--- src/logic/spmv_settings.svh ---
`ifndef SPMV_SETTINGS_SVH
`define SPMV_SETTINGS_SVH

// value and weight width
`define SPMV_DATA_W 8

// matrix columns, also the longest row a block can carry
`define SPMV_NUM_COLS 5

// rows per block
`define SPMV_NUM_ROWS 5

// depth of the column index and value arrays in one block
`define SPMV_NNZ_SIZE 8

// column index width
`define SPMV_COL_W 3

// start offset into the nonzero arrays
`define SPMV_OFS_W 3

// row length field
`define SPMV_LEN_W 3

// row sum width, two data widths plus room for the column count
`define SPMV_SUM_W 19

`endif

--- src/logic/spmv_pkg.sv ---
`include "spmv_settings.svh"

package spmv_pkg;

  // one row of the incoming block
  typedef struct packed {
    logic [`SPMV_OFS_W-1:0] offset;
    logic [`SPMV_LEN_W-1:0] row_len;
    logic                   flag;
  } node_info_t;

  // per-row descriptor handed from loader to MAC
  typedef struct packed {
    logic [`SPMV_LEN_W-1:0] row_len;
    logic                   flag;
  } row_info_t;

  // weight write strobe from outside
  typedef struct packed {
    logic                    en;
    logic [`SPMV_COL_W-1:0]  addr;
    logic [`SPMV_DATA_W-1:0] data;
  } weight_wr_t;

  // one row's output
  // sum is zero whenever present is clear
  typedef struct packed {
    logic                   present;
    logic [`SPMV_SUM_W-1:0] sum;
  } row_result_t;

endpackage

--- src/logic/weight_bank.sv ---
`include "spmv_settings.svh"

module weight_bank (
  input  logic                    clk,
  input  logic                    rst_n,

  input  spmv_pkg::weight_wr_t    weight_wr_i,

  output logic [`SPMV_DATA_W-1:0] weights_o [`SPMV_NUM_COLS]
);

  localparam int COL_W = `SPMV_COL_W;

  // one register per column
  // an address at or above the column count matches no entry and is dropped
  always_ff @(posedge clk) begin
    if (!rst_n) begin
      for (int c = 0; c < `SPMV_NUM_COLS; c++) begin
        weights_o[c] <= '0;
      end
    end else if (weight_wr_i.en) begin
      for (int c = 0; c < `SPMV_NUM_COLS; c++) begin
        if (weight_wr_i.addr == COL_W'(c)) begin
          weights_o[c] <= weight_wr_i.data;
        end
      end
    end
  end

endmodule

--- config.mk ---
export PLATFORM = sky130hd
export DESIGN_NAME = weight_bank
export DESIGN_NICKNAME = d
export VERILOG_FILES = /design/src/logic/spmv_pkg.sv /design/src/logic/weight_bank.sv
export VERILOG_INCLUDE_DIRS = /design/src /design/src/logic
export SDC_FILE = /design/constraint.sdc
export NUM_CORES = 1
export LEC_CHECK = 0
export BUFFER_PORTS_ARGS = -buffer_cell sky130_fd_sc_hd__buf_2
export CORE_UTILIZATION = 43
export CTS_CLUSTER_DIAMETER = 50
export DETAILED_ROUTE_END_ITERATION = 7
export GPL_ROUTABILITY_DRIVEN = 1
export HOLD_SLACK_MARGIN = 0.03
export MAX_ROUTING_LAYER = met4
export PLACE_DENSITY = 0.74
export SETUP_SLACK_MARGIN = 0.2
export SLEW_MARGIN = 20
export SYNTH_ARGS = -nofsm -noshare
export SYNTH_HDL_FRONTEND = slang
export SYNTH_SLANG_ARGS = --single-unit
--- constraint.sdc ---
create_clock -name clk -period 1.1 [get_ports clk]
set_clock_uncertainty 0.1 [all_clocks]
set_input_delay 0.165 -clock clk [delete_from_list [all_inputs] [get_ports clk]]
set_output_delay 0.165 -clock clk [all_outputs]
set_load 0.005 [all_outputs]
==> results.toml <==
[flow_run]
cap_viol_max_count = 0

[grt]
grt.overflow.total = 0
initial_antenna_violation_count = 0
grt_use_total_pct = 22.7
grt_first_pass_wirelength_um = 5720
grt_pass1_vias = 1212
maximum_number_of_pins_on_one_net_before_global_route_repair = 16

[placement]
buffer_ports.inserted = 53
routability_driven_placement_congestion_ratio = 0.828
placement.setup.worst_slack_ns = -0.210
dpl.hpwl_um = 2570
placement.cell_area_sq_mm = 0.00188

[clock_tree]
clk_latency_ns = 0.34
cts_max_level = 2
cts_tree = "built"
clk_path_buf_depth = 2
tritoncts_num_sinks = 40
cts_root_buffer = "sky130_fd_sc_hd__clkbuf_4"
cts_made_buffers = 5
clk_pin_slew_ns = 0.13

[power]
leakage_nw = 1.13
peakVddDrop_mv = 0.749
report.power.total_mw = 3.16
pwr_per_cell_area_mw_per_mm2 = 1420

[routing]
routed_wirelength_um = 3580
dr_vias = 1235
wire_per_inst_um = 14.0
dr.first_iter.drc_count = 56
vias_per_cell = 4.82
detail_route.first_pass.iterations = 4
drt_drc_violations_left = 0
detail-route-antenna-nets = 0

[synth]
synth_top_cell_area_share_pct = 53.9
asyncSetResetFlopFracSynth_pct = 0
yosys.cell_count.top_type = "sky130_fd_sc_hd__nand2_1"
ys_seq_elements = 40
synthCells = 143
synth_area_leader_cell = "sky130_fd_sc_hd__dfxtp_1"
synth-seq-area-share_pct = 53.9
ys_top_cells_by_count = "48 x sky130_fd_sc_hd__nand2_1, 40 x sky130_fd_sc_hd__dfxtp_1, 40 x sky130_fd_sc_hd__mux2i_1"
ys_top_cells_by_area = "sky130_fd_sc_hd__dfxtp_1 54%, sky130_fd_sc_hd__mux2i_1 27%, sky130_fd_sc_hd__nand2_1 12%"
yosysUniqueCellTypes = 11
syn_area_per_cell_sq_um = 10.4
synth_enable_flop_cells = 0
yosysWarnings = 0
synthesis.nets = 157
synth_top_flop_cell = "sky130_fd_sc_hd__dfxtp_1"
syn_area_sq_mm = 0.00149

[finish]
final_layout_size_suffix_gt1_share_pct = 57.1
fin_util_pct = 70.3
num_antenna_cells = 0
largestRegisters = "weights_o (40)"
post_layout_inst_area_sq_mm = 0.00222
number_of_flip_flops_under_the_largest_register_name = 40
final_net_count = 225
area.growth.synth_to_final_pct = 49.1
top_register = "weights_o"

[die]
placementRows = 20
core_area_sq_mm = 0.00315
die_area_sq_mm = 0.00370
io_pins = 54
initial_utilization_pct = 47.1
floorplan.die.width_um = 60.8
fp.dieH_um = 60.8

[run_status]
status = "completed"

[setup_path]
crit_path_end = "weights_o[22]"
r2r_end = "weights_o[5]$_SDFFE_PN0P_"
path_depth = 1
crit_path_cell_trace = "buf_6"
cp-end-kind = "primary output"
crit_buf_inv = 1
reg2reg_setup_slack_ns = 0.31
critPathSlowestCell = "sky130_fd_sc_hd__dfxtp_2"
critical_path.top_delay_family = "flip-flops"
critical_path.startpoint = "weights_o[22]$_SDFFE_PN0P_"
timing.rr.start = "weights_o[5]$_SDFFE_PN0P_"
cp_max_fanout = 2
reg2reg_depth = 3
timing.critical_path.arrival_ns = 0.82
max_stage_delay_ns = 0.36
crit_path_start_kind = "register"
timing.critical_path.required_ns = 0.83
critPathKind = "register to primary output"

[sta]
timing.max_slew.rel_slack_pct = 80.6
layout_min_cycle_time_ns = 1.08
finalCritPeriodShare_pct = 98.3
drv_slew = 0
tightestPinTransition_ns = 0.290
rsz_0062_raised_after_global_routing = "true"
hold_viol_final = 0
setup_viol = 0
final.setup.worst_slack_ns = 0.0188
fin_worst_hold_slack_ns = 0.0931
clock.fmax_mhz = 925

[min_path]
hp-class = "input port to register"
[layout by cell type, fill, tap and decap left out]
master / count
sky130_fd_sc_hd__mux2i_1: 40
sky130_fd_sc_hd__nand4bb_1: 1
sky130_fd_sc_hd__buf_8: 1
sky130_fd_sc_hd__buf_2: 38
sky130_fd_sc_hd__buf_12: 3
sky130_fd_sc_hd__buf_6: 15
sky130_fd_sc_hd__or4b_4: 1
sky130_fd_sc_hd__bufinv_16: 3
sky130_fd_sc_hd__nand2_1: 48
sky130_fd_sc_hd__clkbuf_4: 5
sky130_fd_sc_hd__nor4bb_2: 1
sky130_fd_sc_hd__buf_4: 14
sky130_fd_sc_hd__and4bb_1: 1
sky130_fd_sc_hd__dfxtp_2: 40
sky130_fd_sc_hd__nand4b_1: 1
[how the worst min path moves through the flow]
stage	start	endpoint	slack [ns]	cells past startpoint
2_1_floorplan	weight_wr_i[0]	weights_o[32]$_SDFFE_PN0P_	0.29	2
3_3_place_gp	weights_o[23]$_SDFFE_PN0P_	weights_o[23]$_SDFFE_PN0P_	0.34	2
3_5_place_dp	weights_o[19]$_SDFFE_PN0P_	weights_o[19]$_SDFFE_PN0P_	0.34	2
4_1_cts	weight_wr_i[4]	weights_o[36]$_SDFFE_PN0P_	0.09	3
5_1_grt	weight_wr_i[4]	weights_o[36]$_SDFFE_PN0P_	0.08	3
6_report	weight_wr_i[4]	weights_o[36]$_SDFFE_PN0P_	0.09	3
[where the power goes]
part           total, mW  internal, mW  switching [mW]
logic              0.250         0.130           0.120
clock network       1.40         0.936           0.465
registers           1.50          1.48          0.0187
[cell type report]
cell class	instances	area, sq um
clock buffer	5	37.5
clock inverter	3	90.1
fill	252	937
multi-input combinational	93	643
sequential	40	851
tap	44	55.1
timing repair buffer	71	539
[timing repair]
action,4_1_cts,5_1_grt
endpoints found under the setup margin,48,53
gates resized for setup,43,15
pin swaps,1,2
hold buffers,0,0
setup buffers,5,2
hold endpoints to repair,0,0
[logic make-up after synthesis]
group / after synthesis / share of synthesized area (%)
buf+inv: 10 / 3.54
flops: 40 / 53.9
mux: 40 / 26.9
simple gates: 53 / 15.7
[metrics by stage]
| stage | setup TNS (ns) | instances |
|---|---|---|
| 6_report | 0 | 256 |
| 3_3_place_gp | -2.87 | 241 |
| 4_1_cts | 0 | 254 |
| 2_1_floorplan | -0.479 | 143 |
| 5_1_grt | -0.236 | 256 |
| 3_5_place_dp | -3.74 | 241 |
[per-layer routing]
metal / global-route usage (%) / routed length [um]
met1: 26.3 / 1540
met2: 38.1 / 1790
met3: 7.68 / 233
met4: 4.87 / 22
met5: - / 0
[tightest hold or removal path: cells and delay by family]
| kind | cells | cell delay [ns] |
|---|---|---|
| buffers and inverters | 1 | 0.10 |
| multiplexers | 1 | 0.09 |
| AND/OR/NAND/NOR | 1 | 0.16 |
No activity file was read; power rests on OpenSTA's default activity.
