### src/logic/spmv_settings.svh
`ifndef SPMV_SETTINGS_SVH
`define SPMV_SETTINGS_SVH

// value and weight width
`define SPMV_DATA_W 8

// matrix columns, also the longest row a block can carry
`define SPMV_NUM_COLS 5

// rows per block
`define SPMV_NUM_ROWS 5

// depth of the column index and value arrays in one block
`define SPMV_NNZ_SIZE 8

// column index width
`define SPMV_COL_W 3

// start offset into the nonzero arrays
`define SPMV_OFS_W 3

// row length field
`define SPMV_LEN_W 3

// row sum width, two data widths plus room for the column count
`define SPMV_SUM_W 19

`endif

### src/logic/spmv_pkg.sv
`include "spmv_settings.svh"

package spmv_pkg;

  // one row of the incoming block
  typedef struct packed {
    logic [`SPMV_OFS_W-1:0] offset;
    logic [`SPMV_LEN_W-1:0] row_len;
    logic                   flag;
  } node_info_t;

  // per-row descriptor handed from loader to MAC
  typedef struct packed {
    logic [`SPMV_LEN_W-1:0] row_len;
    logic                   flag;
  } row_info_t;

  // weight write strobe from outside
  typedef struct packed {
    logic                    en;
    logic [`SPMV_COL_W-1:0]  addr;
    logic [`SPMV_DATA_W-1:0] data;
  } weight_wr_t;

  // one row's output
  // sum is zero whenever present is clear
  typedef struct packed {
    logic                   present;
    logic [`SPMV_SUM_W-1:0] sum;
  } row_result_t;

endpackage

### src/logic/block_loader.sv
`include "spmv_settings.svh"

module block_loader (
  input  logic                    clk,
  input  logic                    rst_n,

  input  logic                    sched_valid_i,
  input  logic [`SPMV_COL_W-1:0]  col_idx_i     [`SPMV_NNZ_SIZE],
  input  logic [`SPMV_DATA_W-1:0] value_i       [`SPMV_NNZ_SIZE],
  input  spmv_pkg::node_info_t    node_info_i   [`SPMV_NUM_ROWS],

  output logic                    sched_ready_o,
  output logic [`SPMV_COL_W-1:0]  row_col_idx_o [`SPMV_NUM_ROWS][`SPMV_NUM_COLS],
  output logic [`SPMV_DATA_W-1:0] row_value_o   [`SPMV_NUM_ROWS][`SPMV_NUM_COLS],
  output spmv_pkg::row_info_t     row_info_o    [`SPMV_NUM_ROWS]
);

  // one bit wider than the offset so offset plus slot cannot wrap
  localparam int POS_W = `SPMV_OFS_W + 1;

  // unpacked rows before the output registers
  logic [`SPMV_COL_W-1:0]  col_d [`SPMV_NUM_ROWS][`SPMV_NUM_COLS];
  logic [`SPMV_DATA_W-1:0] val_d [`SPMV_NUM_ROWS][`SPMV_NUM_COLS];

  for (genvar r = 0; r < `SPMV_NUM_ROWS; r++) begin : g_row
    for (genvar c = 0; c < `SPMV_NUM_COLS; c++) begin : g_slot
      localparam logic [POS_W-1:0] SLOT = POS_W'(c);

      logic [POS_W-1:0] pos;
      logic             in_len;
      logic             in_array;
      logic             hit;

      // absolute position of this slot in the nonzero arrays
      assign pos = POS_W'(node_info_i[r].offset) + SLOT;

      // slot lies within the row length
      assign in_len = SLOT < POS_W'(node_info_i[r].row_len);

      // row may run off the end of the block
      assign in_array = pos < POS_W'(`SPMV_NNZ_SIZE);

      assign hit = in_len && in_array;

      // zero padding past the row or past the array
      assign col_d[r][c] = hit ? col_idx_i[pos[`SPMV_OFS_W-1:0]] : '0;
      assign val_d[r][c] = hit ? value_i[pos[`SPMV_OFS_W-1:0]] : '0;
    end
  end

  // row lists follow the inputs every clock, strobe or not
  always_ff @(posedge clk) begin
    row_col_idx_o <= col_d;
    row_value_o   <= val_d;
    for (int r = 0; r < `SPMV_NUM_ROWS; r++) begin
      row_info_o[r].row_len <= node_info_i[r].row_len;
      row_info_o[r].flag    <= node_info_i[r].flag;
    end
  end

  // ready echoes the strobe one cycle later
  always_ff @(posedge clk) begin
    if (!rst_n) begin
      sched_ready_o <= 1'b0;
    end else begin
      sched_ready_o <= sched_valid_i;
    end
  end

endmodule

### config.mk
export PLATFORM = sky130hd
export DESIGN_NAME = block_loader
export DESIGN_NICKNAME = d
export VERILOG_FILES = /design/src/logic/spmv_pkg.sv /design/src/logic/block_loader.sv
export VERILOG_INCLUDE_DIRS = /design/src /design/src/logic
export SDC_FILE = /design/constraint.sdc
export NUM_CORES = 1
export LEC_CHECK = 0
export ABC_CLOCK_PERIOD_IN_PS = 5400
export BUFFER_PORTS_ARGS = -buffer_cell sky130_fd_sc_hd__buf_2
export CORE_MARGIN = 2
export CORE_UTILIZATION = 41
export DETAILED_ROUTE_END_ITERATION = 10
export PLACE_DENSITY_LB_ADDON = 0.15
export SETUP_SLACK_MARGIN = 0.3
export SLEW_MARGIN = 20
export SYNTH_ARGS = -nofsm -noshare
export SYNTH_HDL_FRONTEND = slang
export SYNTH_SLANG_ARGS = --single-unit
### constraint.sdc
create_clock -name clk -period 5.4 [get_ports clk]
set_input_delay 0.54 -clock clk [delete_from_list [all_inputs] [get_ports clk]]
set_output_delay 0.54 -clock clk [all_outputs]
set_load 0.05 [all_outputs]
==> out/qor.csv <==
metric,value,unit
run_status,"complete, no violations",
synth_area,20800,um2
dieArea,52500,um2
layout_commonest_cell,buf_2,
dieHeight,229,um
cp_cell_sequence,buf_2 > ha_1 > xor2_1 > nand2b_1 > o21ai_1,
portBuffers,421,
startpoint,node_info_i[19],
timing.final.crit_share,51.5,%
vias_per_cell,6.75,
vdd_drop_max,0.000191,V
crit_fanout,29,
clockBufferDepth,3,
cts-resized-gates,0,
yosys_register_bits,296,
max_freq,360,MHz
cp_slowest_cell,xor2_1,
overflow,0,
crit_buf_inv,1,
grt_pass1_vias,18000,
rsz0062_at_grt,no,
synth_nets,1990,
routedWlPerCell,35.0,um
critPathKind,in2reg,
synth_edf_count,0,
yosysSeqAreaShare,28.5,%
finalSetupTns,0,ps
grt_max_degree,85,
tightest_slew,1210,ps
synthFlopType,dfxtp_1,
p_leak,10.2,nW
hold_path_depth,1,
start_util,41.5,%
fin_util,47.1,%
cp_top_family,XOR/XNOR gates,
hp-class,in2reg,
period_minus_slack,2780,ps
worstSetupEndpointType,flip-flop,
drt_wl_total,96800,um
synthCells,1844,
grt_first_pass_wirelength,134000,um
core-area,50100,um2
place_congestion,0.888,
setup_viol,0,
max_slew_margin,18.8,%
place_hpwl,60500,um
clk_pin_slew,60,ps
post-cts-setup-buffers,0,
hold_viol,0,
numClockSinks,296,
ys_async_sr_fraction,0,%
cts_buffers,35,
mostFrequentLayoutCells,"416 x buf_2, 296 x dfxtp_1, 237 x mux2_2",
die_x,229,um
finalNonFillerCells,2763,
yosys_warnings,0,
drv_slew,0,
crit_path_start_kind,input port,
num_io_pins,422,
maxCapViolCount,0,
synthDistinctLibCells,46,
placementRows,82,
syn_area_per_cell,11.3,um2
worstPathArrival,3190,ps
hold_path.startpoint,node_info_i[28],
powerDensity,334,nW/um2
vias,18700,
final_antenna_net_count,0,
nets,2210,
cts_tree,done,
drive_gt1_share,45.0,%
drtPass1Iterations,5,
cts_root_buf,clkbuf_16,
antenna_found_initial,7,
grt_usage,35.5,%
cts_htree_levels,2,
whs,94.9,ps
area_growth,13.5,%
worst-path-stages,5,
slowest_delay,940,ps
placed_cells,2698,
fillers,4682,
ctsHoldBuffers,0,
crit_required,5810,ps
drc,0,
drt_iter0_markers,2172,
flip-flops by register name, indices dropped and copies added (netlist names):
signal and count:
row_info_o 20, sched_ready_o 1, row_col_idx_o 75, row_value_o 200
worst paths after layout:
kind	end
setup / recovery	row_value_o[106]
hold / removal	row_info_o[16]
power breakdown:
group | internal, mW | leakage, nW | total, mW | switching (mW)
clock | 1.38 | 0.577 | 2.42 | 1.04
combinational | 0.899 | 7.14 | 2.90 | 2.01
sequential | 2.43 | 2.46 | 2.54 | 0.115
total | 4.71 | 10.2 | 7.87 | 3.16
cell type report:
cell class              count  area (um2)  share of cell area, %
repair buffers            437        2260                   9.58
clock buffers              42         963                   4.09
clock inverters            19         181                  0.769
inverters                  68         255                   1.08
flip-flops and latches    296        5930                   25.1
diodes                      3        7.51                 0.0318
multi-input cells        1226       13100                   55.7
well taps                 672         841                   3.57
routing by layer:
metal | track usage (%) | vias up | wire length, um
met5 | 0 | - | 24
met4 | 19.6 | 4 | 6320
met3 | 11.9 | 421 | 11600
met2 | 54.6 | 1448 | 42800
met1 | 43.8 | 9310 | 36100
li1 | - | 7468 | -
synth_stat cells (2+ instances only):
| master | number | area, um2 |
|---|---|---|
| buf_12 | 6 | 120 |
| o22ai_1 | 118 | 738 |
| a211oi_1 | 4 | 30.0 |
| a2bb2oi_1 | 4 | 35.0 |
| nand2b_1 | 10 | 62.6 |
| and2_1 | 50 | 313 |
| a2111oi_2 | 3 | 45.0 |
| ha_1 | 20 | 250 |
| nand2_1 | 13 | 48.8 |
| inv_1 | 66 | 248 |
| nor3b_1 | 4 | 30.0 |
| xnor2_1 | 6 | 52.6 |
| buf_4 | 23 | 173 |
| nor3_2 | 4 | 40.0 |
| a22o_1 | 81 | 709 |
| a21oi_1 | 5 | 25.0 |
| o2bb2ai_1 | 6 | 52.6 |
| mux2i_1 | 200 | 2000 |
| o21ai_1 | 51 | 255 |
| o21ai_0 | 2 | 10.0 |
| buf_8 | 4 | 60.1 |
| o32ai_1 | 11 | 96.3 |
| buf_6 | 34 | 383 |
| nor3_1 | 51 | 255 |
| mux4_1 | 18 | 473 |
| nor2_1 | 44 | 165 |
| mux4_2 | 184 | 4140 |
| nand3b_1 | 5 | 37.5 |
| buf_2 | 46 | 230 |
| or2_2 | 7 | 43.8 |
| nor2b_1 | 14 | 87.6 |
| xor2_1 | 5 | 43.8 |
| mux2_2 | 237 | 2670 |
| o31ai_1 | 2 | 15.0 |
| clkbuf_1 | 139 | 522 |
| dfxtp_1 | 296 | 5930 |
| nand3_1 | 62 | 310 |
cell families (layout without fill, tap and decap cells):
group | after synthesis | after routing | share of synthesized area (%)
adder cells (fa/ha/maj) | 20 | 20 | 1.21
flip-flops | 296 | 296 | 28.5
AND/OR/NAND/NOR | 265 | 265 | 6.74
buffers and inverters | 322 | 566 | 8.44
XOR/XNOR | 11 | 11 | 0.464
other | 0 | 3 | 0
multiplexers | 640 | 640 | 44.8
AO/OA/AOI/OAI | 290 | 290 | 9.84
stage by stage:
stage                     power, mW  setup WS [ps]  area, um2
final                          7.87           2620      23600
after floorplan                4.63           3180      20800
after global routing           8.09           2530      23600
after global placement         5.41           1940      22400
after detailed placement       5.42           1860      22400
after CTS                      7.84           2440      23500
Note: power is estimated with default switching activity, not from simulation.
