===== src/logic/spmv_settings.svh =====
`ifndef SPMV_SETTINGS_SVH
`define SPMV_SETTINGS_SVH

// value and weight width
`define SPMV_DATA_W 8

// matrix columns, also the longest row a block can carry
`define SPMV_NUM_COLS 5

// rows per block
`define SPMV_NUM_ROWS 5

// depth of the column index and value arrays in one block
`define SPMV_NNZ_SIZE 8

// column index width
`define SPMV_COL_W 3

// start offset into the nonzero arrays
`define SPMV_OFS_W 3

// row length field
`define SPMV_LEN_W 3

// row sum width, two data widths plus room for the column count
`define SPMV_SUM_W 19

`endif


===== src/logic/spmv_pkg.sv =====
`include "spmv_settings.svh"

package spmv_pkg;

  // one row of the incoming block
  typedef struct packed {
    logic [`SPMV_OFS_W-1:0] offset;
    logic [`SPMV_LEN_W-1:0] row_len;
    logic                   flag;
  } node_info_t;

  // per-row descriptor handed from loader to MAC
  typedef struct packed {
    logic [`SPMV_LEN_W-1:0] row_len;
    logic                   flag;
  } row_info_t;

  // weight write strobe from outside
  typedef struct packed {
    logic                    en;
    logic [`SPMV_COL_W-1:0]  addr;
    logic [`SPMV_DATA_W-1:0] data;
  } weight_wr_t;

  // one row's output
  // sum is zero whenever present is clear
  typedef struct packed {
    logic                   present;
    logic [`SPMV_SUM_W-1:0] sum;
  } row_result_t;

endpackage


===== src/logic/row_mac.sv =====
`include "spmv_settings.svh"

module row_mac (
  input  logic                    clk,
  input  logic                    rst_n,

  input  logic                    start_i,
  input  logic [`SPMV_COL_W-1:0]  row_col_idx_i [`SPMV_NUM_ROWS][`SPMV_NUM_COLS],
  input  logic [`SPMV_DATA_W-1:0] row_value_i   [`SPMV_NUM_ROWS][`SPMV_NUM_COLS],
  input  spmv_pkg::row_info_t     row_info_i    [`SPMV_NUM_ROWS],
  input  logic [`SPMV_DATA_W-1:0] weights_i     [`SPMV_NUM_COLS],

  output spmv_pkg::row_result_t   result_o      [`SPMV_NUM_ROWS],
  output logic                    result_valid_o
);

  localparam int COL_W  = `SPMV_COL_W;
  localparam int PROD_W = 2 * `SPMV_DATA_W;
  localparam int PAD_W  = `SPMV_SUM_W - PROD_W;
  // leaves of the adder tree, rounded up to a power of two
  localparam int TREE_N = 2 ** $clog2(`SPMV_NUM_COLS);

  logic [`SPMV_SUM_W-1:0] row_sum [`SPMV_NUM_ROWS];

  for (genvar r = 0; r < `SPMV_NUM_ROWS; r++) begin : g_row
    always_comb begin
      logic [`SPMV_DATA_W-1:0] w;
      logic [PROD_W-1:0]       prod;
      logic [`SPMV_SUM_W-1:0]  node [2*TREE_N-1];

      // leaves: gather the column weight, multiply
      for (int c = 0; c < `SPMV_NUM_COLS; c++) begin
        w = '0;
        for (int k = 0; k < `SPMV_NUM_COLS; k++) begin
          if (row_col_idx_i[r][c] == COL_W'(k)) begin
            w = weights_i[k];
          end
        end
        prod = row_value_i[r][c] * w;
        node[TREE_N-1+c] = {{PAD_W{1'b0}}, prod};
      end

      // unused leaves
      for (int c = `SPMV_NUM_COLS; c < TREE_N; c++) begin
        node[TREE_N-1+c] = '0;
      end

      // pairwise reduction, node i sums its two children
      for (int i = TREE_N - 2; i >= 0; i--) begin
        node[i] = node[2*i+1] + node[2*i+2];
      end

      row_sum[r] = node[0];
    end
  end

  // results, sum cleared for absent rows
  always_ff @(posedge clk) begin
    for (int r = 0; r < `SPMV_NUM_ROWS; r++) begin
      result_o[r].present <= row_info_i[r].flag;
      result_o[r].sum     <= row_info_i[r].flag ? row_sum[r] : '0;
    end
  end

  // valid trails start by one cycle
  always_ff @(posedge clk) begin
    if (!rst_n) begin
      result_valid_o <= 1'b0;
    end else begin
      result_valid_o <= start_i;
    end
  end

endmodule


===== config.mk =====
export PLATFORM = sky130hd
export DESIGN_NAME = row_mac
export DESIGN_NICKNAME = d
export VERILOG_FILES = /design/src/logic/spmv_pkg.sv /design/src/logic/row_mac.sv
export VERILOG_INCLUDE_DIRS = /design/src /design/src/logic
export SDC_FILE = /design/constraint.sdc
export NUM_CORES = 2
export LEC_CHECK = 0
export BUFFER_PORTS_ARGS = -buffer_cell sky130_fd_sc_hd__buf_2
export CAP_MARGIN = 20
export CORE_MARGIN = 5
export CORE_UTILIZATION = 50
export DETAILED_ROUTE_END_ITERATION = 10
export PLACE_DENSITY_LB_ADDON = 0.08
export SLEW_MARGIN = 0
export SYNTH_ARGS = -nofsm -noshare
export SYNTH_HDL_FRONTEND = slang
export SYNTH_SLANG_ARGS = --single-unit

===== constraint.sdc =====
create_clock -name clk -period 7.7 [get_ports clk]
set_input_delay 0 -clock clk [delete_from_list [all_inputs] [get_ports clk]]
set_output_delay 0 -clock clk [all_outputs]
set_load 0.005 [all_outputs]

==> results by group <==
Timing
  • Worst Max-Slew Pin Slew: 0.982 ns
  • Maximum clock rate: 138 MHz
  • Setup-failing EPs final: 0
  • Slew Limit Fails: 0
  • Period minus WS final: 7.27 ns
  • Setup TNS: 0 ns
  • Relative slew slack: 34.6%
  • Final hold vios: 0
  • RSZ-0062 raised after global routing: no
  • Min Hold Slack: 0.184 ns
  • Final period util: 94.4%

Floorplanning
  • IO Count: 439
  • Die width: 376 µm
  • Core area: 133000 µm²
  • Site Rows: 134
  • Initial Util: 50.2%
  • Die footprint: 141000 µm²
  • Die Y: 376 µm

Finish
  • Cell area after layout: 72700 µm²
  • Layout area overhead: 8.69%
  • Fraction of layout cells with a size suffix above 1: 12.4%
  • Commonest non-fill, non-tap cell in the layout: inv_1
  • NumNets Final: 9949
  • Most frequent cells in the layout: inv_1 (1898), fa_1 (1445), nor2b_1 (749), ha_1 (748), nand2_1 (460)

Routing
  • DRC viols: 0
  • DR vias: 49500
  • Vias per Instance: 5.35
  • Final ANT Viol Nets: 0
  • Total wire length: 200000 µm
  • DRT Pass-1 Iters: 6
  • Initial drt markers: 3689
  • DR WL/cell: 21.7 µm

Job
  • Total of max-cap violations: 0

Worst hold path
  • HP Class: in2reg
  • Min-Delay Path Depth: 4
  • Min-Delay Endpoint: result_o[20]$_SDFF_PN0_
  • Hold path start: row_value_i[72]

Global route
  • First-pass GRT wire length: 315000 µm
  • Global Route Usage Sum: 29.2%
  • Met3 usage: 6.77%
  • GRT overflow: 0
  • Vias in the first global route: 53300
  • Pin count of the biggest net entering global routing: 26
  • Met2 Use GR: 47.1%
  • Antenna violations before repair: 92
  • Busiest grt layer: met2
  • Met1 Use GR: 40.3%

Synthesis
  • Synth Area in Compound Gates: 4.87%
  • Post-synth EDFFs: 0
  • Synthesized Nets: 9457
  • Mapped cell area: 66900 µm²
  • Simple-gate share of the synthesized area: 15.7%
  • Post-Synth XOR/XNOR Area: 0.576%
  • Syn Inst Count: 6926
  • Register area share after synthesis: 3.02%
  • Top_reg_cell synth: dfxtp_1
  • Yosys reg bits: 101
  • Largest family of logic cells by synthesized area: adder cells
  • Syn avg cell area: 9.65 µm²
  • Async S/R FF share, synth: 0%
  • Post-synthesis mux area share: 6.85%
  • Synthesis Warnings: 0
  • Adder-cell share of the synthesized area: 57.3%
  • Count of different cell masters after synthesis: 78

Critical path
  • CP max FO: 18
  • Worst setup EP type: flip-flop
  • Worst Path Class, Setup: in2reg
  • Worst path required time: 8.04 ns
  • WP data arrival: 7.61 ns
  • CP startpoint: weights_i[20]
  • Startpoint type of the worst setup path: input pin

Placed design
  • IO Port Bufs: 423
  • HPWL Detailed: 177000 µm
  • RePlAce Congestion: 0.939
  • Area post-placement: 72100 µm²

Clock tree
  • Number of CTS-inserted buffers: 9
  • H-tree depth: 3
  • Post-CTS sizing: 0
  • Clock transition at path regs: 0.10 ns
  • Sink Count: 101
  • Total setup buffers inserted after CTS: 0
  • CTS tree: done
  • Clock buffer depth: 2
  • CTS Hold Bufs: 7
  • Root Buffer: clkbuf_16

Status
  • Outcome: finished clean
worst max path at each step:
stage / to / slack [ns] / cells after the start
2_1_floorplan: result_o[37]$_SDFF_PN0_ / 0.68 / 25
3_3_place_gp: result_o[58]$_SDFF_PN0_ / 0.09 / 23
3_5_place_dp: result_o[13]$_SDFF_PN0_ / 0.04 / 25
4_1_cts: result_o[58]$_SDFF_PN0_ / 0.50 / 23
5_1_grt: result_o[15]$_SDFF_PN0_ / 0.10 / 25
6_report: result_o[13]$_SDFF_PN0_ / 0.43 / 25
registers in the layout (all words and copies together), names as in the netlist:
signal          cells
result_o          100
result_valid_o      1
layout make-up:
class / instances / area, µm²
Inverter: 1921 / 7210
Timing Repair Buffer: 635 / 3790
Clock inverter: 7 / 87.6
Sequential cell: 101 / 2020
Antenna cell: 57 / 143
Multi-Input combinational cell: 4750 / 57000
Tap cell: 1768 / 2210
Fill cell: 12500 / 60500
Clock buffer: 9 / 225
kinds of logic (layout without fill, tap and decap cells):
kind of cell               count (synthesis)  count (layout)
AOI/OAI and AO/OA                        418             418
xor gates and xnor gates                  44              44
adders and majority gates               2193            2193
buffers and inverters                   2075            2572
DFF                                      101             101
muxes                                    212             212
other                                      0              57
and+or+nand+nor                         1883            1883
critical path, stage by stage:
cell and delay [ns]:
buf_2 0.43, buf_4 0.28, mux4_2 0.29, a22o_1 0.47
nand2_1 0.15, fa_1 0.54, inv_1 0.05, fa_1 0.49
inv_1 0.05, fa_1 0.52, fa_1 0.55, inv_1 0.05
fa_1 0.49, inv_1 0.05, fa_1 0.55, fa_1 0.44
fa_1 0.50, inv_1 0.04, ha_1 0.32, nand3_1 0.09
o211ai_1 0.15, o41ai_2 0.52, o21ai_0 0.21, xor2_1 0.17
and2_1 0.15
Yosys cell counts (all sizes together), types with 3 or more instances:
library cell	count	share of area [%]
a211oi	14	0.16
a21boi	3	0.039
a21o	22	0.25
a21oi	55	0.41
a221oi	4	0.071
a22o	71	0.93
a22oi	113	1.5
a311oi	4	0.079
a31oi	18	0.22
and2	276	2.6
and2b	3	0.034
and3	11	0.10
buf	54	0.40
clkbuf	100	0.56
clkinv	22	0.12
dfxtp	101	3.0
fa	1445	43
ha	748	14
inv	1899	11
mux2i	14	0.21
mux4	196	6.6
nand2	461	2.6
nand2b	220	2.1
nand3	19	0.14
nand4	5	0.047
nor2	89	0.50
nor2b	749	7.0
nor3	36	0.44
o211ai	8	0.090
o21a	13	0.15
o21ai	54	0.40
o21bai	6	0.067
o22ai	3	0.028
o31ai	9	0.11
o41ai	3	0.062
or3	5	0.047
xnor2	21	0.28
xor2	23	0.30
metal layers:
| layer | vias up | share of wire (%) |
|---|---|---|
| li1 | 21900 | - |
| met1 | 25500 | 42 |
| met2 | 1706 | 47 |
| met3 | 289 | 8.4 |
| met4 | 38 | 2.5 |
| met5 | - | 0.12 |
metrics by stage:
stage,util (%),setup slack (ns),instances
global placement,54.2,0.0907,9168
floorplan,-,0.683,6926
finish,54.6,0.427,9248
CTS,54.5,0.502,9191
global route,54.5,0.101,9216
detailed placement,54.2,0.0385,9168
Power is left out: the tool's default activity adds up to more than one toggle a clock period on the data nets, which glitch-free logic cannot reach.
